File: src/hdl/vdpCmdPkg.sv
package vdpCmdPkg;

	typedef logic signed [10:0] Coord_t;
	typedef logic [17:0] VramAddr_t;  // Halfword address

	typedef struct packed {
		Coord_t x;
		Coord_t y;
	} Vertex_t;

	typedef struct packed {
		logic [9:0] x1;
		logic [9:0] y1;
		logic [9:0] x2;
		logic [9:0] y2;
	} Clip_t;

	typedef struct packed {
		logic       endBit;
		logic [2:0] jp;    // Bit 2 skip, 1:0 next/jump/call/return
		logic [7:0] rsvd;  // Zoom point and direction, no use here
		logic [3:0] comm;
	} CmdCtrl_t;

	typedef struct packed {
		logic [4:0] rsvdHi;
		logic       clip;  // User clip enable
		logic [9:0] rsvdLo;
	} CmdPmod_t;

	typedef struct packed {
		CmdCtrl_t    ctrl;
		logic [15:0] link;
		CmdPmod_t    pmod;
		logic [15:0] colr;
		Vertex_t     a;
		Vertex_t     b;
		Vertex_t     c;
		Vertex_t     d;
	} CmdTbl_t;

	typedef struct packed {
		logic      rd;
		VramAddr_t addr;
	} VramReq_t;

	typedef struct packed {
		logic        ardy;
		logic        drdy;
		logic [31:0] data;
	} VramRsp_t;

	localparam logic [3:0] CmdPolyline = 4'h5;
	localparam logic [3:0] CmdLine     = 4'h6;
	localparam logic [3:0] CmdUsrClip  = 4'h8;
	localparam logic [3:0] CmdSysClip  = 4'h9;
	localparam logic [3:0] CmdLocal    = 4'hA;

	localparam int CmdWords = 8;  // 32-bit words per table

endpackage

File: src/hdl/vdpRegPkg.sv
package vdpRegPkg;

	// Byte offset of a 16-bit register
	typedef logic [4:0] RegAddr_t;

	localparam RegAddr_t PtmrOfs = 5'h04; // Plot trigger
	localparam RegAddr_t EndrOfs = 5'h0C; // Forced draw end
	localparam RegAddr_t EdsrOfs = 5'h10;
	localparam RegAddr_t LoprOfs = 5'h12; // Last table address
	localparam RegAddr_t CoprOfs = 5'h14; // Current table address

	typedef struct packed {
		logic cef;  // Current frame ended
		logic bef;  // Previous frame ended
	} Edsr_t;

	typedef struct packed {
		logic        write;
		logic        read;
		RegAddr_t    addr;
		logic [15:0] wdata;
	} RegReq_t;

endpackage
File: src/hdl/vdpTop.sv
module vdpTop import vdpRegPkg::*, vdpCmdPkg::*; #(
	parameter int FbXBits = 9,
	parameter int FbYBits = 8
) (
	input  logic                       CLK,
	input  logic                       RST_N,
	input  RegReq_t                    regReq,
	output logic [15:0]                regRdata,
	output VramReq_t                   vramReq,
	input  VramRsp_t                   vramRsp,
	output logic [FbXBits+FbYBits-1:0] fbAddr,
	output logic [15:0]                fbData,
	output logic                       fbWe,
	output logic                       irqN
);
	logic        drawStart;
	logic        drawStop;
	logic        cmdDone;
	logic [15:0] curAddr;
	logic        fetchGo;
	VramAddr_t   fetchAddr;
	CmdTbl_t     cmdTbl;
	logic        tableValid;
	logic        lineGo;
	logic        lineDone;
	Vertex_t     lineA;
	Vertex_t     lineB;
	logic [15:0] colour;
	Vertex_t     offset;
	Clip_t       sysClip;
	Clip_t       usrClip;
	logic        usrClipEn;

	vdpRegs regs (.CLK, .RST_N, .regReq, .regRdata, .drawStart, .drawStop,
		.cmdDone, .curAddr, .irqN);

	vdpCmdFetch fetch (.CLK, .RST_N, .fetchGo, .fetchAddr, .vramReq, .vramRsp,
		.cmdTbl, .tableValid);

	vdpCmdSeq seq (.CLK, .RST_N, .drawStart, .drawStop, .cmdTbl, .tableValid,
		.fetchGo, .fetchAddr, .curAddr, .cmdDone, .lineGo, .lineA, .lineB,
		.colour, .offset, .sysClip, .usrClip, .usrClipEn, .lineDone);

	vdpLineDraw #(
		.FbXBits(FbXBits),
		.FbYBits(FbYBits)
	) draw (.CLK, .RST_N, .drawStop, .lineGo, .lineA, .lineB, .colour, .offset,
		.sysClip, .usrClip, .usrClipEn, .lineDone, .fbAddr, .fbData, .fbWe);

endmodule

File: src/hdl/vdpLineDraw.sv
module vdpLineDraw import vdpCmdPkg::*; #(
	parameter int FbXBits = 9,
	parameter int FbYBits = 8
) (
	input  logic                       CLK,
	input  logic                       RST_N,
	input  logic                       drawStop,
	input  logic                       lineGo,
	input  Vertex_t                    lineA,
	input  Vertex_t                    lineB,
	input  logic [15:0]                colour,
	input  Vertex_t                    offset,
	input  Clip_t                      sysClip,
	input  Clip_t                      usrClip,
	input  logic                       usrClipEn,
	output logic                       lineDone,
	output logic [FbXBits+FbYBits-1:0] fbAddr,
	output logic [15:0]                fbData,
	output logic                       fbWe
);
	logic               active;
	Vertex_t            pos;
	Vertex_t            tgt;
	logic               dirX;  // Negative step
	logic               dirY;
	logic               yMajor;
	logic [10:0]        lenX;
	logic [10:0]        lenY;
	logic [11:0]        err;
	logic signed [11:0] dx;
	logic signed [11:0] dy;
	logic [10:0]        absX;
	logic [10:0]        absY;
	logic [10:0]        majorLen;
	logic [10:0]        minorLen;
	logic [11:0]        errSum;
	logic               minorStep;
	logic               lastPix;
	logic signed [11:0] drawX;
	logic signed [11:0] drawY;
	logic               sysIn;
	logic               usrIn;

	assign dx = lineB.x - lineA.x;
	assign dy = lineB.y - lineA.y;
	assign absX = dx[11] ? 11'(-dx) : 11'(dx);
	assign absY = dy[11] ? 11'(-dy) : 11'(dy);

	assign majorLen = yMajor ? lenY : lenX;
	assign minorLen = yMajor ? lenX : lenY;
	assign errSum = err + {1'b0, minorLen};
	assign minorStep = errSum >= {1'b0, majorLen};
	assign lastPix = yMajor ? pos.y == tgt.y : pos.x == tgt.x;

	assign drawX = pos.x + offset.x;
	assign drawY = pos.y + offset.y;
	assign sysIn = !drawX[11] && drawX[10:0] <= {1'b0, sysClip.x2} &&
		!drawY[11] && drawY[10:0] <= {1'b0, sysClip.y2};
	assign usrIn = drawX[10:0] >= {1'b0, usrClip.x1} && drawX[10:0] <= {1'b0, usrClip.x2} &&
		drawY[10:0] >= {1'b0, usrClip.y1} && drawY[10:0] <= {1'b0, usrClip.y2};

	assign fbWe = active && !drawStop && sysIn && (usrIn || !usrClipEn);
	assign fbAddr = {drawY[FbYBits-1:0], drawX[FbXBits-1:0]};
	assign fbData = colour;

	always_ff @(posedge CLK or negedge RST_N) begin
		if (!RST_N) begin
			active <= 1'b0;
			lineDone <= 1'b0;
			pos <= '0;
			tgt <= '0;
			dirX <= 1'b0;
			dirY <= 1'b0;
			yMajor <= 1'b0;
			lenX <= '0;
			lenY <= '0;
			err <= '0;
		end else begin
			lineDone <= 1'b0;
			if (drawStop) begin
				active <= 1'b0;
			end else if (lineGo) begin
				active <= 1'b1;
				pos <= lineA;
				tgt <= lineB;
				dirX <= dx[11];
				dirY <= dy[11];
				lenX <= absX;
				lenY <= absY;
				yMajor <= absY > absX;  // Ties step along X
				err <= '0;
			end else if (active) begin
				if (lastPix) begin
					active <= 1'b0;
					lineDone <= 1'b1;
				end
				err <= minorStep ? errSum - {1'b0, majorLen} : errSum;
				if (!yMajor || minorStep)
					pos.x <= dirX ? pos.x - 11'sd1 : pos.x + 11'sd1;
				if (yMajor || minorStep)
					pos.y <= dirY ? pos.y - 11'sd1 : pos.y + 11'sd1;
			end
		end
	end

	// Error term stays below the major length
	assert property (@(posedge CLK) disable iff (!RST_N)
		active && majorLen != '0 |-> err < {1'b0, majorLen});

endmodule

File: src/hdl/vdpCmdSeq.sv
module vdpCmdSeq import vdpCmdPkg::*; (
	input  logic        CLK,
	input  logic        RST_N,
	input  logic        drawStart,
	input  logic        drawStop,
	input  CmdTbl_t     cmdTbl,
	input  logic        tableValid,
	output logic        fetchGo,
	output VramAddr_t   fetchAddr,
	output logic [15:0] curAddr,
	output logic        cmdDone,
	output logic        lineGo,
	output Vertex_t     lineA,
	output Vertex_t     lineB,
	output logic [15:0] colour,
	output Vertex_t     offset,
	output Clip_t       sysClip,
	output Clip_t       usrClip,
	output logic        usrClipEn,
	input  logic        lineDone
);
	typedef enum logic [2:0] {SeqIdle, SeqFetch, SeqExec, SeqLine, SeqNext} SeqState_t;

	SeqState_t  state;
	VramAddr_t  retAddr;   // Saved by call
	VramAddr_t  nextAddr;
	logic [1:0] edgeIdx;   // Polyline edge, 3 is the last
	Vertex_t    nextVert;

	assign nextAddr = fetchAddr + 18'd16;

	always_comb begin
		case (edgeIdx)
			2'd0: nextVert = cmdTbl.c;
			2'd1: nextVert = cmdTbl.d;
			default: nextVert = cmdTbl.a;  // Closing edge D to A
		endcase
	end

	always_ff @(posedge CLK or negedge RST_N) begin
		if (!RST_N) begin
			state <= SeqIdle;
			fetchGo <= 1'b0;
			fetchAddr <= '0;
			retAddr <= '0;
			curAddr <= '0;
			cmdDone <= 1'b0;
			lineGo <= 1'b0;
			lineA <= '0;
			lineB <= '0;
			colour <= '0;
			edgeIdx <= '0;
			offset <= '0;
			sysClip <= {10'd0, 10'd0, 10'd319, 10'd255};
			usrClip <= '0;
			usrClipEn <= 1'b0;
		end else begin
			fetchGo <= 1'b0;
			lineGo <= 1'b0;
			cmdDone <= 1'b0;
			if (drawStop) begin
				state <= SeqIdle;
			end else if (drawStart) begin
				fetchAddr <= '0;
				fetchGo <= 1'b1;
				state <= SeqFetch;
			end else begin
				case (state)
					SeqFetch: if (tableValid) begin
						curAddr <= fetchAddr[17:2];
						state <= SeqExec;
					end
					SeqExec: begin
						state <= SeqNext;
						if (!cmdTbl.ctrl.endBit && !cmdTbl.ctrl.jp[2]) begin
							case (cmdTbl.ctrl.comm)
								CmdLine, CmdPolyline: begin
									lineA <= cmdTbl.a;
									lineB <= cmdTbl.b;
									colour <= cmdTbl.colr;
									usrClipEn <= cmdTbl.pmod.clip;
									edgeIdx <= cmdTbl.ctrl.comm == CmdLine ? 2'd3 : 2'd0;
									lineGo <= 1'b1;
									state <= SeqLine;
								end
								CmdUsrClip: usrClip <= {cmdTbl.a.x[9:0], cmdTbl.a.y[9:0],
									cmdTbl.c.x[9:0], cmdTbl.c.y[9:0]};
								CmdSysClip: sysClip <= {20'd0, cmdTbl.c.x[9:0], cmdTbl.c.y[9:0]};
								CmdLocal: offset <= cmdTbl.a;
								default: ;
							endcase
						end
					end
					SeqLine: if (lineDone) begin
						if (edgeIdx == 2'd3) begin
							state <= SeqNext;
						end else begin
							edgeIdx <= edgeIdx + 2'd1;
							lineA <= lineB;
							lineB <= nextVert;
							lineGo <= 1'b1;
						end
					end
					SeqNext: begin
						if (cmdTbl.ctrl.endBit) begin
							cmdDone <= 1'b1;
							state <= SeqIdle;
						end else begin
							case (cmdTbl.ctrl.jp[1:0])
								2'd0: fetchAddr <= nextAddr;
								2'd1: fetchAddr <= {cmdTbl.link, 2'b00};
								2'd2: begin
									fetchAddr <= {cmdTbl.link, 2'b00};
									retAddr <= nextAddr;
								end
								default: fetchAddr <= retAddr;
							endcase
							fetchGo <= 1'b1;
							state <= SeqFetch;
						end
					end
					default: ;
				endcase
			end
		end
	end

endmodule

File: src/hdl/vdpCmdFetch.sv
module vdpCmdFetch import vdpCmdPkg::*; (
	input  logic      CLK,
	input  logic      RST_N,
	input  logic      fetchGo,
	input  VramAddr_t fetchAddr,
	output VramReq_t  vramReq,
	input  VramRsp_t  vramRsp,
	output CmdTbl_t   cmdTbl,
	output logic      tableValid
);
	localparam int CntBits = $clog2(CmdWords);
	localparam logic [CntBits-1:0] LastWord = CntBits'(CmdWords - 1);

	logic [CntBits-1:0] reqCnt;  // Accepted reads
	logic [CntBits-1:0] rspCnt;  // Returned words

	always_ff @(posedge CLK or negedge RST_N) begin
		if (!RST_N) begin
			vramReq <= '0;
			reqCnt <= '0;
			rspCnt <= '0;
			tableValid <= 1'b0;
		end else begin
			tableValid <= 1'b0;
			if (fetchGo) begin
				vramReq.rd <= 1'b1;
				vramReq.addr <= fetchAddr;
				reqCnt <= '0;
				rspCnt <= '0;
			end else if (vramReq.rd && vramRsp.ardy) begin
				vramReq.addr <= vramReq.addr + 18'd2;
				reqCnt <= reqCnt + 1'b1;
				if (reqCnt == LastWord)
					vramReq.rd <= 1'b0;
			end
			if (vramRsp.drdy) begin
				rspCnt <= rspCnt + 1'b1;
				tableValid <= rspCnt == LastWord;
			end
		end
	end

	// Words 2 and 7 carry texture and gouraud data, dropped
	always_ff @(posedge CLK) begin
		if (vramRsp.drdy) begin
			case (rspCnt)
				0: {cmdTbl.ctrl, cmdTbl.link} <= vramRsp.data;
				1: {cmdTbl.pmod, cmdTbl.colr} <= vramRsp.data;
				3: cmdTbl.a <= {vramRsp.data[26:16], vramRsp.data[10:0]};
				4: cmdTbl.b <= {vramRsp.data[26:16], vramRsp.data[10:0]};
				5: cmdTbl.c <= {vramRsp.data[26:16], vramRsp.data[10:0]};
				6: cmdTbl.d <= {vramRsp.data[26:16], vramRsp.data[10:0]};
				default: ;
			endcase
		end
	end

	assert property (@(posedge CLK) disable iff (!RST_N)
		vramReq.rd && !vramRsp.ardy |=> vramReq.rd && $stable(vramReq.addr));

endmodule

File: src/hdl/vdpRegs.sv
module vdpRegs import vdpRegPkg::*; (
	input  logic        CLK,
	input  logic        RST_N,
	input  RegReq_t     regReq,
	output logic [15:0] regRdata,
	output logic        drawStart,
	output logic        drawStop,
	input  logic        cmdDone,
	input  logic [15:0] curAddr,
	output logic        irqN
);
	logic [1:0]  ptm;
	Edsr_t       edsr;
	logic [15:0] lopr;
	logic [15:0] copr;
	logic [15:0] lastAddr;  // Previous curAddr, for change detect

	always_ff @(posedge CLK or negedge RST_N) begin
		if (!RST_N) begin
			ptm <= '0;
			edsr <= '0;
			lopr <= '0;
			copr <= '0;
			lastAddr <= '0;
			drawStart <= 1'b0;
			drawStop <= 1'b0;
			regRdata <= '0;
		end else begin
			drawStart <= regReq.write && regReq.addr == PtmrOfs && regReq.wdata[1:0] == 2'b01;
			drawStop <= regReq.write && regReq.addr == EndrOfs && regReq.wdata[1];
			if (regReq.write && regReq.addr == PtmrOfs)
				ptm <= regReq.wdata[1:0];

			if (drawStart) begin
				edsr.bef <= edsr.cef;
				edsr.cef <= 1'b0;
			end else if (cmdDone) begin
				edsr.cef <= 1'b1;
			end

			// A new table was fetched
			lastAddr <= curAddr;
			if (curAddr != lastAddr) begin
				lopr <= copr;
				copr <= curAddr;
			end

			if (regReq.read) begin
				case (regReq.addr)
					PtmrOfs: regRdata <= {14'd0, ptm};
					EdsrOfs: regRdata <= {14'd0, edsr};
					LoprOfs: regRdata <= lopr;
					CoprOfs: regRdata <= copr;
					default: regRdata <= '0;
				endcase
			end
		end
	end

	assign irqN = ~edsr.cef;

	// One list end per start
	assert property (@(posedge CLK) disable iff (!RST_N) cmdDone |-> !edsr.cef);

endmodule

File: config.mk
export PLATFORM = sky130hd
export DESIGN_NAME = vdpTop
export DESIGN_NICKNAME = d
export VERILOG_FILES = /design/src/hdl/vdpCmdPkg.sv /design/src/hdl/vdpRegPkg.sv /design/src/hdl/vdpTop.sv /design/src/hdl/vdpLineDraw.sv /design/src/hdl/vdpCmdSeq.sv /design/src/hdl/vdpCmdFetch.sv /design/src/hdl/vdpRegs.sv
export SDC_FILE = /design/constraint.sdc
export NUM_CORES = 1
export LEC_CHECK = 0
export ABC_AREA = 1
export BUFFER_PORTS_ARGS = -buffer_cell sky130_fd_sc_hd__clkbuf_2
export CAP_MARGIN = 20
export CELL_PAD_IN_SITES_DETAIL_PLACEMENT = 1
export CELL_PAD_IN_SITES_GLOBAL_PLACEMENT = 2
export CORE_MARGIN = 2
export CORE_UTILIZATION = 39
export CTS_CLUSTER_DIAMETER = 50
export DETAILED_ROUTE_END_ITERATION = 10
export PLACE_DENSITY_LB_ADDON = 0.1
export SLEW_MARGIN = 20
export SYNTH_ARGS = -nofsm -noshare
export SYNTH_HDL_FRONTEND = slang
export SYNTH_SLANG_ARGS = --single-unit
File: constraint.sdc
create_clock -name CLK -period 4.25 [get_ports CLK]
set_input_delay 1.0625 -clock CLK [delete_from_list [all_inputs] [get_ports CLK]]
set_output_delay 1.0625 -clock CLK [all_outputs]
set_load 0.01 [all_outputs]
; Yosys cells after proc, flatten, opt, wreduce, memory -nomap -nowiden
; Cells that the tools add are included.
; Widths: inputs -> output; s select.
[classes]
magnitude_cmp = 8
n_reduce_logical = 60
bitwise_logic = 4
mux = 78
add_sub_neg = 17
n_eq_ne = 37
[ops]
columns = op, count
row1 = $mux 22, 10
row2 = $pmux 22 s2, 3
row3 = $mux 11, 8
row4 = $pmux 16 s4, 1
row5 = $mux 18, 3
row6 = $le 11x10->1, 4
row7 = $mux 19, 2
row8 = $mux 12, 3
row9 = $pmux 18 s2, 1
row10 = $mux 3, 11
row11 = $mux 1, 28
row12 = $reduce_and 5->1, 5
row13 = $add 11x11->12, 2
row14 = $sub 11x11->12, 2
row15 = $add 11x2->11 const B, 2
row16 = $eq 11x11->1, 2
row17 = $ge 11x10->1, 2
row18 = $neg 11->11, 2
row19 = $sub 11x2->11 const B, 2
row20 = $add 18x2->18 const B, 1
row21 = $add 18x5->18 const B, 1
row22 = $eq 3x3->1 const B, 6
row23 = $reduce_and 2->1, 9
row24 = $reduce_bool 2->1, 9
row25 = 35 further kinds, 85
[totals]
in_bits = 59
word_cells = 266
register_bits = 511

; Logic depth before layout (Yosys ltp)
; Gate-level depths: netlist of the first run.
[depth]
word_depth = 7
mapped_depth = 24
ltp_nobuf = 24

; By module
; Synthesis of the first run repeated with hierarchy kept, for this count alone.
[hier_totals]
cells_unflattened = 3479
area_unflattened_um2 = 29419.5
[by_module_without_submodules]
columns = mod, instances, area_each_um2, seq_area_each_um2, cells_each
row1 = vdpLineDraw, 1, 10536.4, 2077.0, 1569
row2 = vdpCmdSeq, 1, 9464.1, 5098.6, 1123
row3 = vdpCmdFetch, 1, 6262.3, 5215.0, 390
row4 = vdpRegs, 1, 3156.8, 1751.7, 397

; Worst setup path after synthesis of the first run
; OpenSTA, ideal clock, no wires.
[synth_path]
kind = flip-flop to output port
from = register draw.pos[11] (netlist bit)
to = output fbWe
path_stages_with_launch = 22
required_ns = 3.188
path_slack_ns = 0.322
arrival_ns = 2.866
cell_sequence = dfrtp_1 > ha_1 > fa_1 > nand3_1 > nand2_1 > xor2_1 > ha_1 > a21oi_1 > nor2_1 > nor2_1 > nand2_1 > nand2_1 > nand2_1 > nand2_1 > nand2_1 > nand2_1 > nand2_1 > nor2_1 > nand2_1 > nand2_1 > nand2_1 > nor2_1
[synth_between]
elab_chain_cells = 7
elab_cells_between_ends = 14
[synth_lines]
columns = item, line
row1 = start: declaration, vdpLineDraw.sv:22  ; Vertex_t pos;
row2 = start signal: assignment, vdpLineDraw.sv:84  ; pos <= lineA;
row3 = $add 11x11->12 *, vdpLineDraw.sv:55  ; assign drawX = pos.x + offset.x;
row4 = via fbAddr[4], vdpTop.sv:11  ; output logic [FbXBits+FbYBits-1:0] fbAddr,
row5 = "$le 11x10->1, or another cell as far along", vdpLineDraw.sv:57  ; assign sysIn = !drawX[11] && drawX[10:0] <= {1'b0, sysClip.x2} &&
row6 = $logic_and 1x1->1 (on tied branches) (2 in series), "vdpLineDraw.sv:57, vdpLineDraw.sv:59"
row7 = $logic_and 1x1->1 (on tied branches), "vdpLineDraw.sv:58, vdpLineDraw.sv:60"
row8 = $logic_and 1x1->1 / $logic_or 1x1->1 (equally long branches), vdpLineDraw.sv:62  ; assign fbWe = active && !drawStop && sysIn && (usrIn || !usrClipEn);
row9 = $logic_and 1x1->1 *, vdpLineDraw.sv:62
row10 = end: declaration, vdpTop.sv:13  ; output logic fbWe,
; Mark *: on every way through the listed nets, which the timed path passes. The rest lies on a longest branch.

; Worst setup path after layout of the first run
[layout_path]
from = register, netlist name seq.offset[11]
to = output fbWe
[layout_between]
elab_chain_cells = 7
elab_cells_between_ends = 14
[layout_lines]
columns = item, line
row1 = $add 11x11->12 *, vdpLineDraw.sv:55
row2 = "$le 11x10->1, or another cell as far along", vdpLineDraw.sv:57
row3 = $logic_and 1x1->1 (on tied branches) (2 in series), "vdpLineDraw.sv:57, vdpLineDraw.sv:59"
row4 = $logic_and 1x1->1 (on tied branches), "vdpLineDraw.sv:58, vdpLineDraw.sv:60"
row5 = $logic_and 1x1->1 / $logic_or 1x1->1 (equally long branches), vdpLineDraw.sv:62
row6 = $logic_and 1x1->1 *, vdpLineDraw.sv:62
; Mark *: on every way between the ends. The rest lies on a longest branch, timed or not.

==> results of run 1 <==
## layout by cell type, fill, tap and decap left out, types with 12 or more instances in the layout
| master | instances |
|---|---|
| nand2_1 | 640 |
| inv_1 | 422 |
| dfrtp_1 | 365 |
| o21ai_0 | 255 |
| nor2_1 | 237 |
| ha_1 | 155 |
| a21oi_1 | 137 |
| edfxtp_1 | 129 |
| clkbuf_2 | 111 |
| nand3_1 | 101 |
| buf_4 | 88 |
| clkbuf_16 | 76 |
| xor2_1 | 72 |
| nand4_1 | 41 |
| xnor2_1 | 38 |
| mux2_2 | 37 |
| o211ai_1 | 32 |
| a22o_1 | 31 |
| a31oi_1 | 29 |
| o21ai_1 | 28 |
| nor3_1 | 28 |
| o22ai_1 | 21 |
| inv_2 | 19 |
| o21a_1 | 18 |
| ha_4 | 16 |
| dfstp_2 | 15 |
| a21oi_2 | 14 |
| nand2_2 | 14 |
| clkinv_2 | 14 |
| nor2_2 | 13 |
| nor3_2 | 12 |
## power by group through the flow
stage	Sequential, W	Clock (W)	Combinational, W
CTS	0.00718	0.00653	0.0157
global placement	0.00717	0	0.0144
finish	0.00717	0.00639	0.0157
detailed placement	0.00723	0	0.0149
floorplan	0.00693	0	0.0105
global route	0.00731	0.00673	0.0178
## cell usage after synthesis, drive strengths merged, types with 6 or more instances
| library cell | count |
|---|---|
| dfrtp | 367 |
| edfxtp | 129 |
| a21o | 10 |
| o21ai | 287 |
| o21a | 18 |
| mux2i | 6 |
| xnor2 | 40 |
| nand3 | 108 |
| a22o | 31 |
| xor2 | 79 |
| o211ai | 32 |
| or2 | 6 |
| o22ai | 21 |
| ha | 173 |
| a21oi | 153 |
| buf | 41 |
| nor2 | 254 |
| nand2 | 658 |
| mux2 | 37 |
| a31oi | 30 |
| dfstp | 15 |
| inv | 441 |
| nand4 | 43 |
| clkbuf | 52 |
| nor3 | 41 |
| fa | 8 |
## layout make-up
cell class	instances	share of cell area, %
Tap cell	940	3.58
Clock buffer	89	6.15
Timing Repair Buffer	210	4.21
Clock inverter	52	1.77
Sequential cell	511	40.9
Multi-Input combinational cell	2073	38.3
Inverter	441	5.04
## metal layers
metal | global-route usage (%) | share of wire (%) | vias to the layer above | wire length, um
met1 | 31.1 | 46 | 11000 | 38900
met2 | 39.3 | 48 | 303 | 40400
met5 | 0 | 0 | - | 0
li1 | - | - | 10700 | -
met3 | 3.46 | 3.0 | 142 | 2540
met4 | 7.12 | 2.8 | 0 | 2400
## repair_timing
item	4_1_cts	5_1_grt
gates resized for setup	86	13
endpoints found under the setup margin	1	35
pin swaps	48	19
setup buffers	16	0
## flip-flops by register name (all words and copies together) (netlist names), 18 cells and up
register       count
fetch.vramReq     19
seq.sysClip       20
seq.lineA         22
fetch.cmdTbl     129
draw.pos          22
draw.tgt          22
seq.fetchAddr     18
seq.usrClip       40
seq.retAddr       18
seq.offset        22
seq.lineB         22
## per-stage QoR
stage	TNS [ns]	hold WS [ns]
6_report	-0.485	0.432
5_1_grt	-0.745	0.482
4_1_cts	-0.518	0.469
3_5_place_dp	-0.135	0.453
3_3_place_gp	-0.0806	0.442
2_1_floorplan	0	0.407
## cell families after synthesis
family,count (synthesis),synth area share (%)
AND/OR/NAND/NOR,1121,17.0
AO/OA/AOI/OAI,609,12.7
buffers and inverters,534,7.60
flip-flops,511,48.7
adder cells (fa/ha/maj),181,8.42
XOR/XNOR,119,3.91
multiplexers,43,1.73
## worst max-delay path: cells and delay by family, from the launching register on
family,cells,cell delay [ns]
buffers and inverters,3,0.38
DFF,1,0.38
adders and majority gates,3,0.90
AOI/OAI and AO/OA,2,0.30
and+or+nand+nor,7,0.89
xor gates and xnor gates,1,0.17
## final timing paths
| path | slack [ns] | from | to | cells past startpoint |
|---|---|---|---|---|
| min in group CLK | 0.46 | seq.cmdDone$_DFF_PN0_ | regs.edsr[1]$_DFFE_PN0P_ | 2 |
| max in group asynchronous | 2.78 | RST_N | regs.lopr[12]$_DFFE_PN0P_ | 3 |
| min | 0.43 | RST_N | draw.err[3]$_DFFE_PN0P_ | 1 |
| min reg2reg | 0.46 | seq.cmdDone$_DFF_PN0_ | regs.edsr[1]$_DFFE_PN0P_ | 2 |
| max reg2reg | 0.29 | draw.yMajor$_DFFE_PN0P_ | draw.pos[1]$_DFFE_PN0P_ | 21 |
| max | -0.48 | seq.offset[11]$_DFFE_PN0P_ | fbWe | 16 |
==> results.md, run 1 <==
* Static leakage at 15.7 nW
* Overall Power at 0.0293 W
* Core area at 0.0700 mm^2
* Gate Count Post-Synth at 3118
* Asr flop ratio synth at 74.8%
* Worst VDD drop at 459 uV
* Tmin final at 4.73 ns
* Max frequency at 211 MHz
* Slew margin rel. at 39.9%
* Design area at 0.0329 mm^2
* Largest net degree at the start of global routing at 87
* Max Buffers Root-to-Sink at 3
* Die ar. at 0.0730 mm^2
* Share of cells above drive strength 1 at 15.8%
* YS warnings at 0
* CTS Hold Bufs at 0
* Worst-Skew Late Latency at 0.64 ns
* Critical path arrival at 3.67 ns
* Number of global-route vias before repair at 24000
* Net Sw Frac at 46.3%
* Num Clock Sinks at 511
* Initial DRT Pass Iterations at 5
* DRC at 0
* Initial antenna violation count at 1
* Clock root buffer: clkbuf_16
* Area delta synth->final at 19.0%
* Switch Pwr at 0.0136 W
* Grt ovf at 0
* Unrepaired setup endpoints after global routing: yes
* Worst Tran Pin Value at 0.899 ns
* Sequential Area at 0.0135 mm^2
* Synthesized area at 0.0276 mm^2
* Final Hold Fails at 0
* Biggest area consumer among synthesized cells: dfrtp_1
* Max-cap violation count at 0
* Aggregate global-route resource usage at 23.4%
* Placer Congestion at 0.875
* Synth Area per Inst at 8.86 um^2
* CTS buffer count at 76
* Worst Setup Start Kind: register
* Crit-path max FO at 3
* Hold/Removal Path Class: in2async
* First-pass GRT wire length at 135000 um
* Cell Pwr Density at 890 mW/mm^2
* TritonCTS clock tree: built
* Wire per inst at 19.5 um
* HPWL after DPL at 62500 um
* Worst path slowest cell: fa_2
* Most used cell, CP: nor2_2
* Die Height at 270 um
* Final std cells w/o fill at 4316
* Final Skew at 0.0352 ns
* Die width at 270 um
* Synthesized Nets at 3358
* Detailed Route WL at 84300 um
* Clock power frac at 21.8%
* Number of placed I/O pins at 129
* Post-DRT Antenna Nets at 0
* Status: finished, violations left
* Number of diodes at 0
* Final WS setup at -0.485 ns
* Vias post-DR at 22100
* Critical path class: reg2out
* DRT iter0 DRCs at 1131
* Top cell type's share of synthesized area at 33.3%
* Multi-input logic area at 0.0126 mm^2
* Combinational power share at 53.7%
* Clock transition at the registers of the reported paths at 0.06 ns
* Worst path cell trace: ha_2 -> fa_2 -> a21oi_4 -> o21ai_1 -> xor2_1 -> buf_4 -> ha_1 -> nand2_1 -> inv_2 -> nand3_4 -> nor4_4 -> nor2_2 -> nor2_2 -> nand4_1 -> nor2_2 -> buf_2
* Post-synth EDFFs at 129
* Failing checks: setup timing
* Fin nets at 3553
* Period utilisation layout at 111%
* Number of setup violations in the final report at 1
* Critical Path RT at 3.19 ns
* Post-place setup slack at -0.135 ns
* Pins Over Slew Limit at 0
* Seq pwr share at 24.5%
* Cell Rows at 97
* H-tree levels at 3
* Number of fill cells at 8113
* Final core area utilization at 46.9%
* Crit path capture type: output port
* Post-synth top flop: dfrtp_1
* Pint at 0.0157 W
* DP Area at 0.0296 mm^2
* Distinct cells, synth at 57
* #FFs+latches synth at 511
* Inst Count DP at 4159
* Starting Density at 39.4%
* Vias per inst at 5.13
* Seq/Total Area, Yosys at 48.7%
* Port Buffers at 113
* CP max stage delay at 0.40 ns
* Top cells by area, synth: dfrtp_1 (33%), edfxtp_1 (14%), nand2_1 (8.8%)
Power figures use the tool's default switching activity.
==> run 2: changes to the inputs <==
--- a/config.mk
+++ b/config.mk
@@ -8,14 +8,14 @@
 export ABC_AREA = 1
 export BUFFER_PORTS_ARGS = -buffer_cell sky130_fd_sc_hd__clkbuf_2
 export CAP_MARGIN = 20
-export CELL_PAD_IN_SITES_DETAIL_PLACEMENT = 1
-export CELL_PAD_IN_SITES_GLOBAL_PLACEMENT = 2
+export CELL_PAD_IN_SITES_DETAIL_PLACEMENT = 0
+export CELL_PAD_IN_SITES_GLOBAL_PLACEMENT = 1
 export CORE_MARGIN = 2
-export CORE_UTILIZATION = 39
+export CORE_UTILIZATION = 48
 export CTS_CLUSTER_DIAMETER = 50
 export DETAILED_ROUTE_END_ITERATION = 10
 export PLACE_DENSITY_LB_ADDON = 0.1
-export SLEW_MARGIN = 20
+export SLEW_MARGIN = 0
 export SYNTH_ARGS = -nofsm -noshare
 export SYNTH_HDL_FRONTEND = slang
 export SYNTH_SLANG_ARGS = --single-unit
==> run 2 against run 1 <==
  * The flow still finishes with violations (setup timing)
  * Sequential power is 0.7% lower
  * Wire length down 14%
  * Global-route usage grew 1.1 points
  * Utilization rose by 10 points
  * Register-to-register slack better by 0.02 ns
  * Via count is 2.1% lower
  * Cell count is 4.8% lower
  * First-iteration DRC count grew 14%
  * Total power decreased by 4.6%
  * Largest power group unchanged
  * Highest routed layer unchanged
==> results.md, run 2 (synthesis gave the netlist of run 1 again) <==
* Worst Tran Pin Value at 0.959 ns
* Post-DRT Antenna Nets at 0
* Area delta synth->final at 16.8%
* Aggregate global-route resource usage at 24.4%
* Core area at 0.0566 mm^2
* Number of global-route vias before repair at 21100
* Design area at 0.0323 mm^2
* Final std cells w/o fill at 4110
* CP max stage delay at 0.42 ns
* Clock power frac at 20.5%
* Wire per inst at 17.7 um
* FF-to-FF setup slack at 0.31 ns
* Initial antenna violation count at 0
* Critical path class: reg2out
* Reg-to-Reg End: draw.pos[0]$_DFFE_PN0P_
* Starting Density at 48.8%
* DP Area at 0.0293 mm^2
* Crit-path max FO at 5
* Final Hold Fails at 0
* Failing checks: setup timing
* Number of diodes at 0
* Detailed Route WL at 72600 um
* Setup_tns at -0.446 ns
* Worst path cell trace: ha_4 -> nand2_1 -> nand2_1 -> nand3_1 -> nand2_1 -> a21oi_2 -> xnor2_2 -> buf_4 -> ha_1 -> a21o_1 -> nor2_1 -> nand2_1 -> nand2_1 -> nand2_1 -> nand2_1 -> nand2_1 -> nand2_1 -> nand2_1 -> nor2_1 -> nand2_1 -> nand2_1 -> nand2_1 -> nor2_1 -> buf_2
* Die width at 244 um
* Most used cell, CP: nand2_1
* TritonCTS clock tree: built
* Crit-path leading delay family: simple AND/OR/NAND/NOR gates
* Worst reg2reg path depth at 18
* Die ar. at 0.0595 mm^2
* Seq pwr share at 25.5%
* Worst-Skew Late Latency at 0.60 ns
* Worst VDD drop at 460 uV
* Vias per inst at 5.28
* Worst path slowest cell: dfrtp_1
* Placer Congestion at 0.896
* Num Clock Sinks at 511
* Final core area utilization at 57.0%
* CTS buffer count at 69
* Pins Over Slew Limit at 0
* Final WS setup at -0.446 ns
* Fin nets at 3541
* Port Buffers at 113
* Unrepaired setup endpoints after global routing: yes
* Max Buffers Root-to-Sink at 3
* Most frequent cells in the layout: nand2_1 (640), inv_1 (425), dfrtp_1 (363)
* Net Sw Frac at 45.2%
* DRT iter0 DRCs at 1291
* Crit path buffers/inverters at 2
* Largest net degree at the start of global routing at 104
* First-pass GRT wire length at 115000 um
* Vias post-DR at 21700
* Top flop regs: fetch.cmdTbl (129), seq.usrClip (40)
* Period utilisation layout at 111%
* Critical Path RT at 3.19 ns
* Slew margin rel. at 35.9%
* Cell Pwr Density at 865 mW/mm^2
* Tmin final at 4.70 ns
* Clock transition at the registers of the reported paths at 0.06 ns
* Die Height at 244 um
* Worst R2R Start: draw.yMajor$_DFFE_PN0P_
* Max FFs per register at 129
* Max-cap violation count at 0
* Static leakage at 15.6 nW
* Number of setup violations in the final report at 1
* HPWL after DPL at 52400 um
* Combinational power share at 54.0%
* Status: finished, violations left
* Number of placed I/O pins at 129
* Crit path capture type: output port
* Critical path arrival at 3.63 ns
* Switch Pwr at 0.0126 W
* Cell Rows at 87
* Final Skew at 0.0333 ns
* Grt ovf at 0
* Biggest register: fetch.cmdTbl
* Clock root buffer: clkbuf_16
* DRC at 0
* Share of cells above drive strength 1 at 14.8%
* Most common cell after layout, fill and taps aside: nand2_1
* Inst Count DP at 3964
* Worst Setup Start Kind: register
* Pint at 0.0153 W
* Max frequency at 213 MHz
* Initial DRT Pass Iterations at 5
* Hold/Removal Path Class: in2async
* H-tree levels at 3
-- run 2: changes by cell type in the layout (fill, tap and decap cells not counted), sizes merged --
cell / before / now
buf: 99 / 94
clkbuf: 200 / 198
inv: 455 / 451
clkinvlp: 8 / 3
clkinv: 25 / 20
bufinv: 5 / 4
-- run 2: cell type report --
cell class / instances / area [um^2]
Tap cell: 756 / 946
Sequential cell: 511 / 13500
Clock inverter: 37 / 375
Multi-Input combinational cell: 2073 / 12600
Fill cell: 5044 / 24400
Inverter: 441 / 1660
Clock buffer: 87 / 1900
Timing Repair Buffer: 205 / 1320
-- run 2: power by group through the flow --
stage	clock network [W]	registers [W]	logic (W)
2_1_floorplan	0	0.00693	0.0105
3_3_place_gp	0	0.00714	0.0140
3_5_place_dp	0	0.00718	0.0142
4_1_cts	0.00584	0.00711	0.0146
5_1_grt	0.00607	0.00725	0.0171
6_report	0.00571	0.00712	0.0151
-- run 2: worst max path at each step --
stage	start	to	cells after the start
3_5_place_dp	draw.pos[0]$_DFFE_PN0P_	fbWe	19
6_report	seq.offset[3]$_DFFE_PN0P_	fbWe	24
5_1_grt	seq.offset[3]$_DFFE_PN0P_	fbWe	24
2_1_floorplan	draw.pos[11]$_DFFE_PN0P_	fbWe	21
3_3_place_gp	draw.pos[11]$_DFFE_PN0P_	fbWe	21
4_1_cts	draw.pos[12]$_DFFE_PN0P_	fbWe	18
-- run 2: repair_timing --
| item | CTS | global route |
|---|---|---|
| hold buffers | 0 | 0 |
| pin swaps | 26 | 51 |
| resized for setup | 33 | 62 |
| setup endpoints to repair | 1 | 35 |
| endpoints found under the hold margin | 0 | 0 |
| buffers inserted | 10 | 12 |
-- run 2: metal layers --
metal	wire, um	vias up	GRT usage (%)
met5	0	-	0
met4	1780	0	7.86
met3	3570	96	4.21
met2	33800	503	38.9
met1	33400	10400	34.1
li1	-	10700	-
-- run 2: through the flow --
step                      power (W)  setup WS [ns]  hold WS (ns)
after floorplan              0.0174          0.322         0.407
after global placement       0.0211       -0.00624         0.442
after detailed placement     0.0214        -0.0443         0.444
after CTS                    0.0275         -0.442         0.387
after global routing         0.0304         -0.710         0.417
final                        0.0279         -0.446         0.396
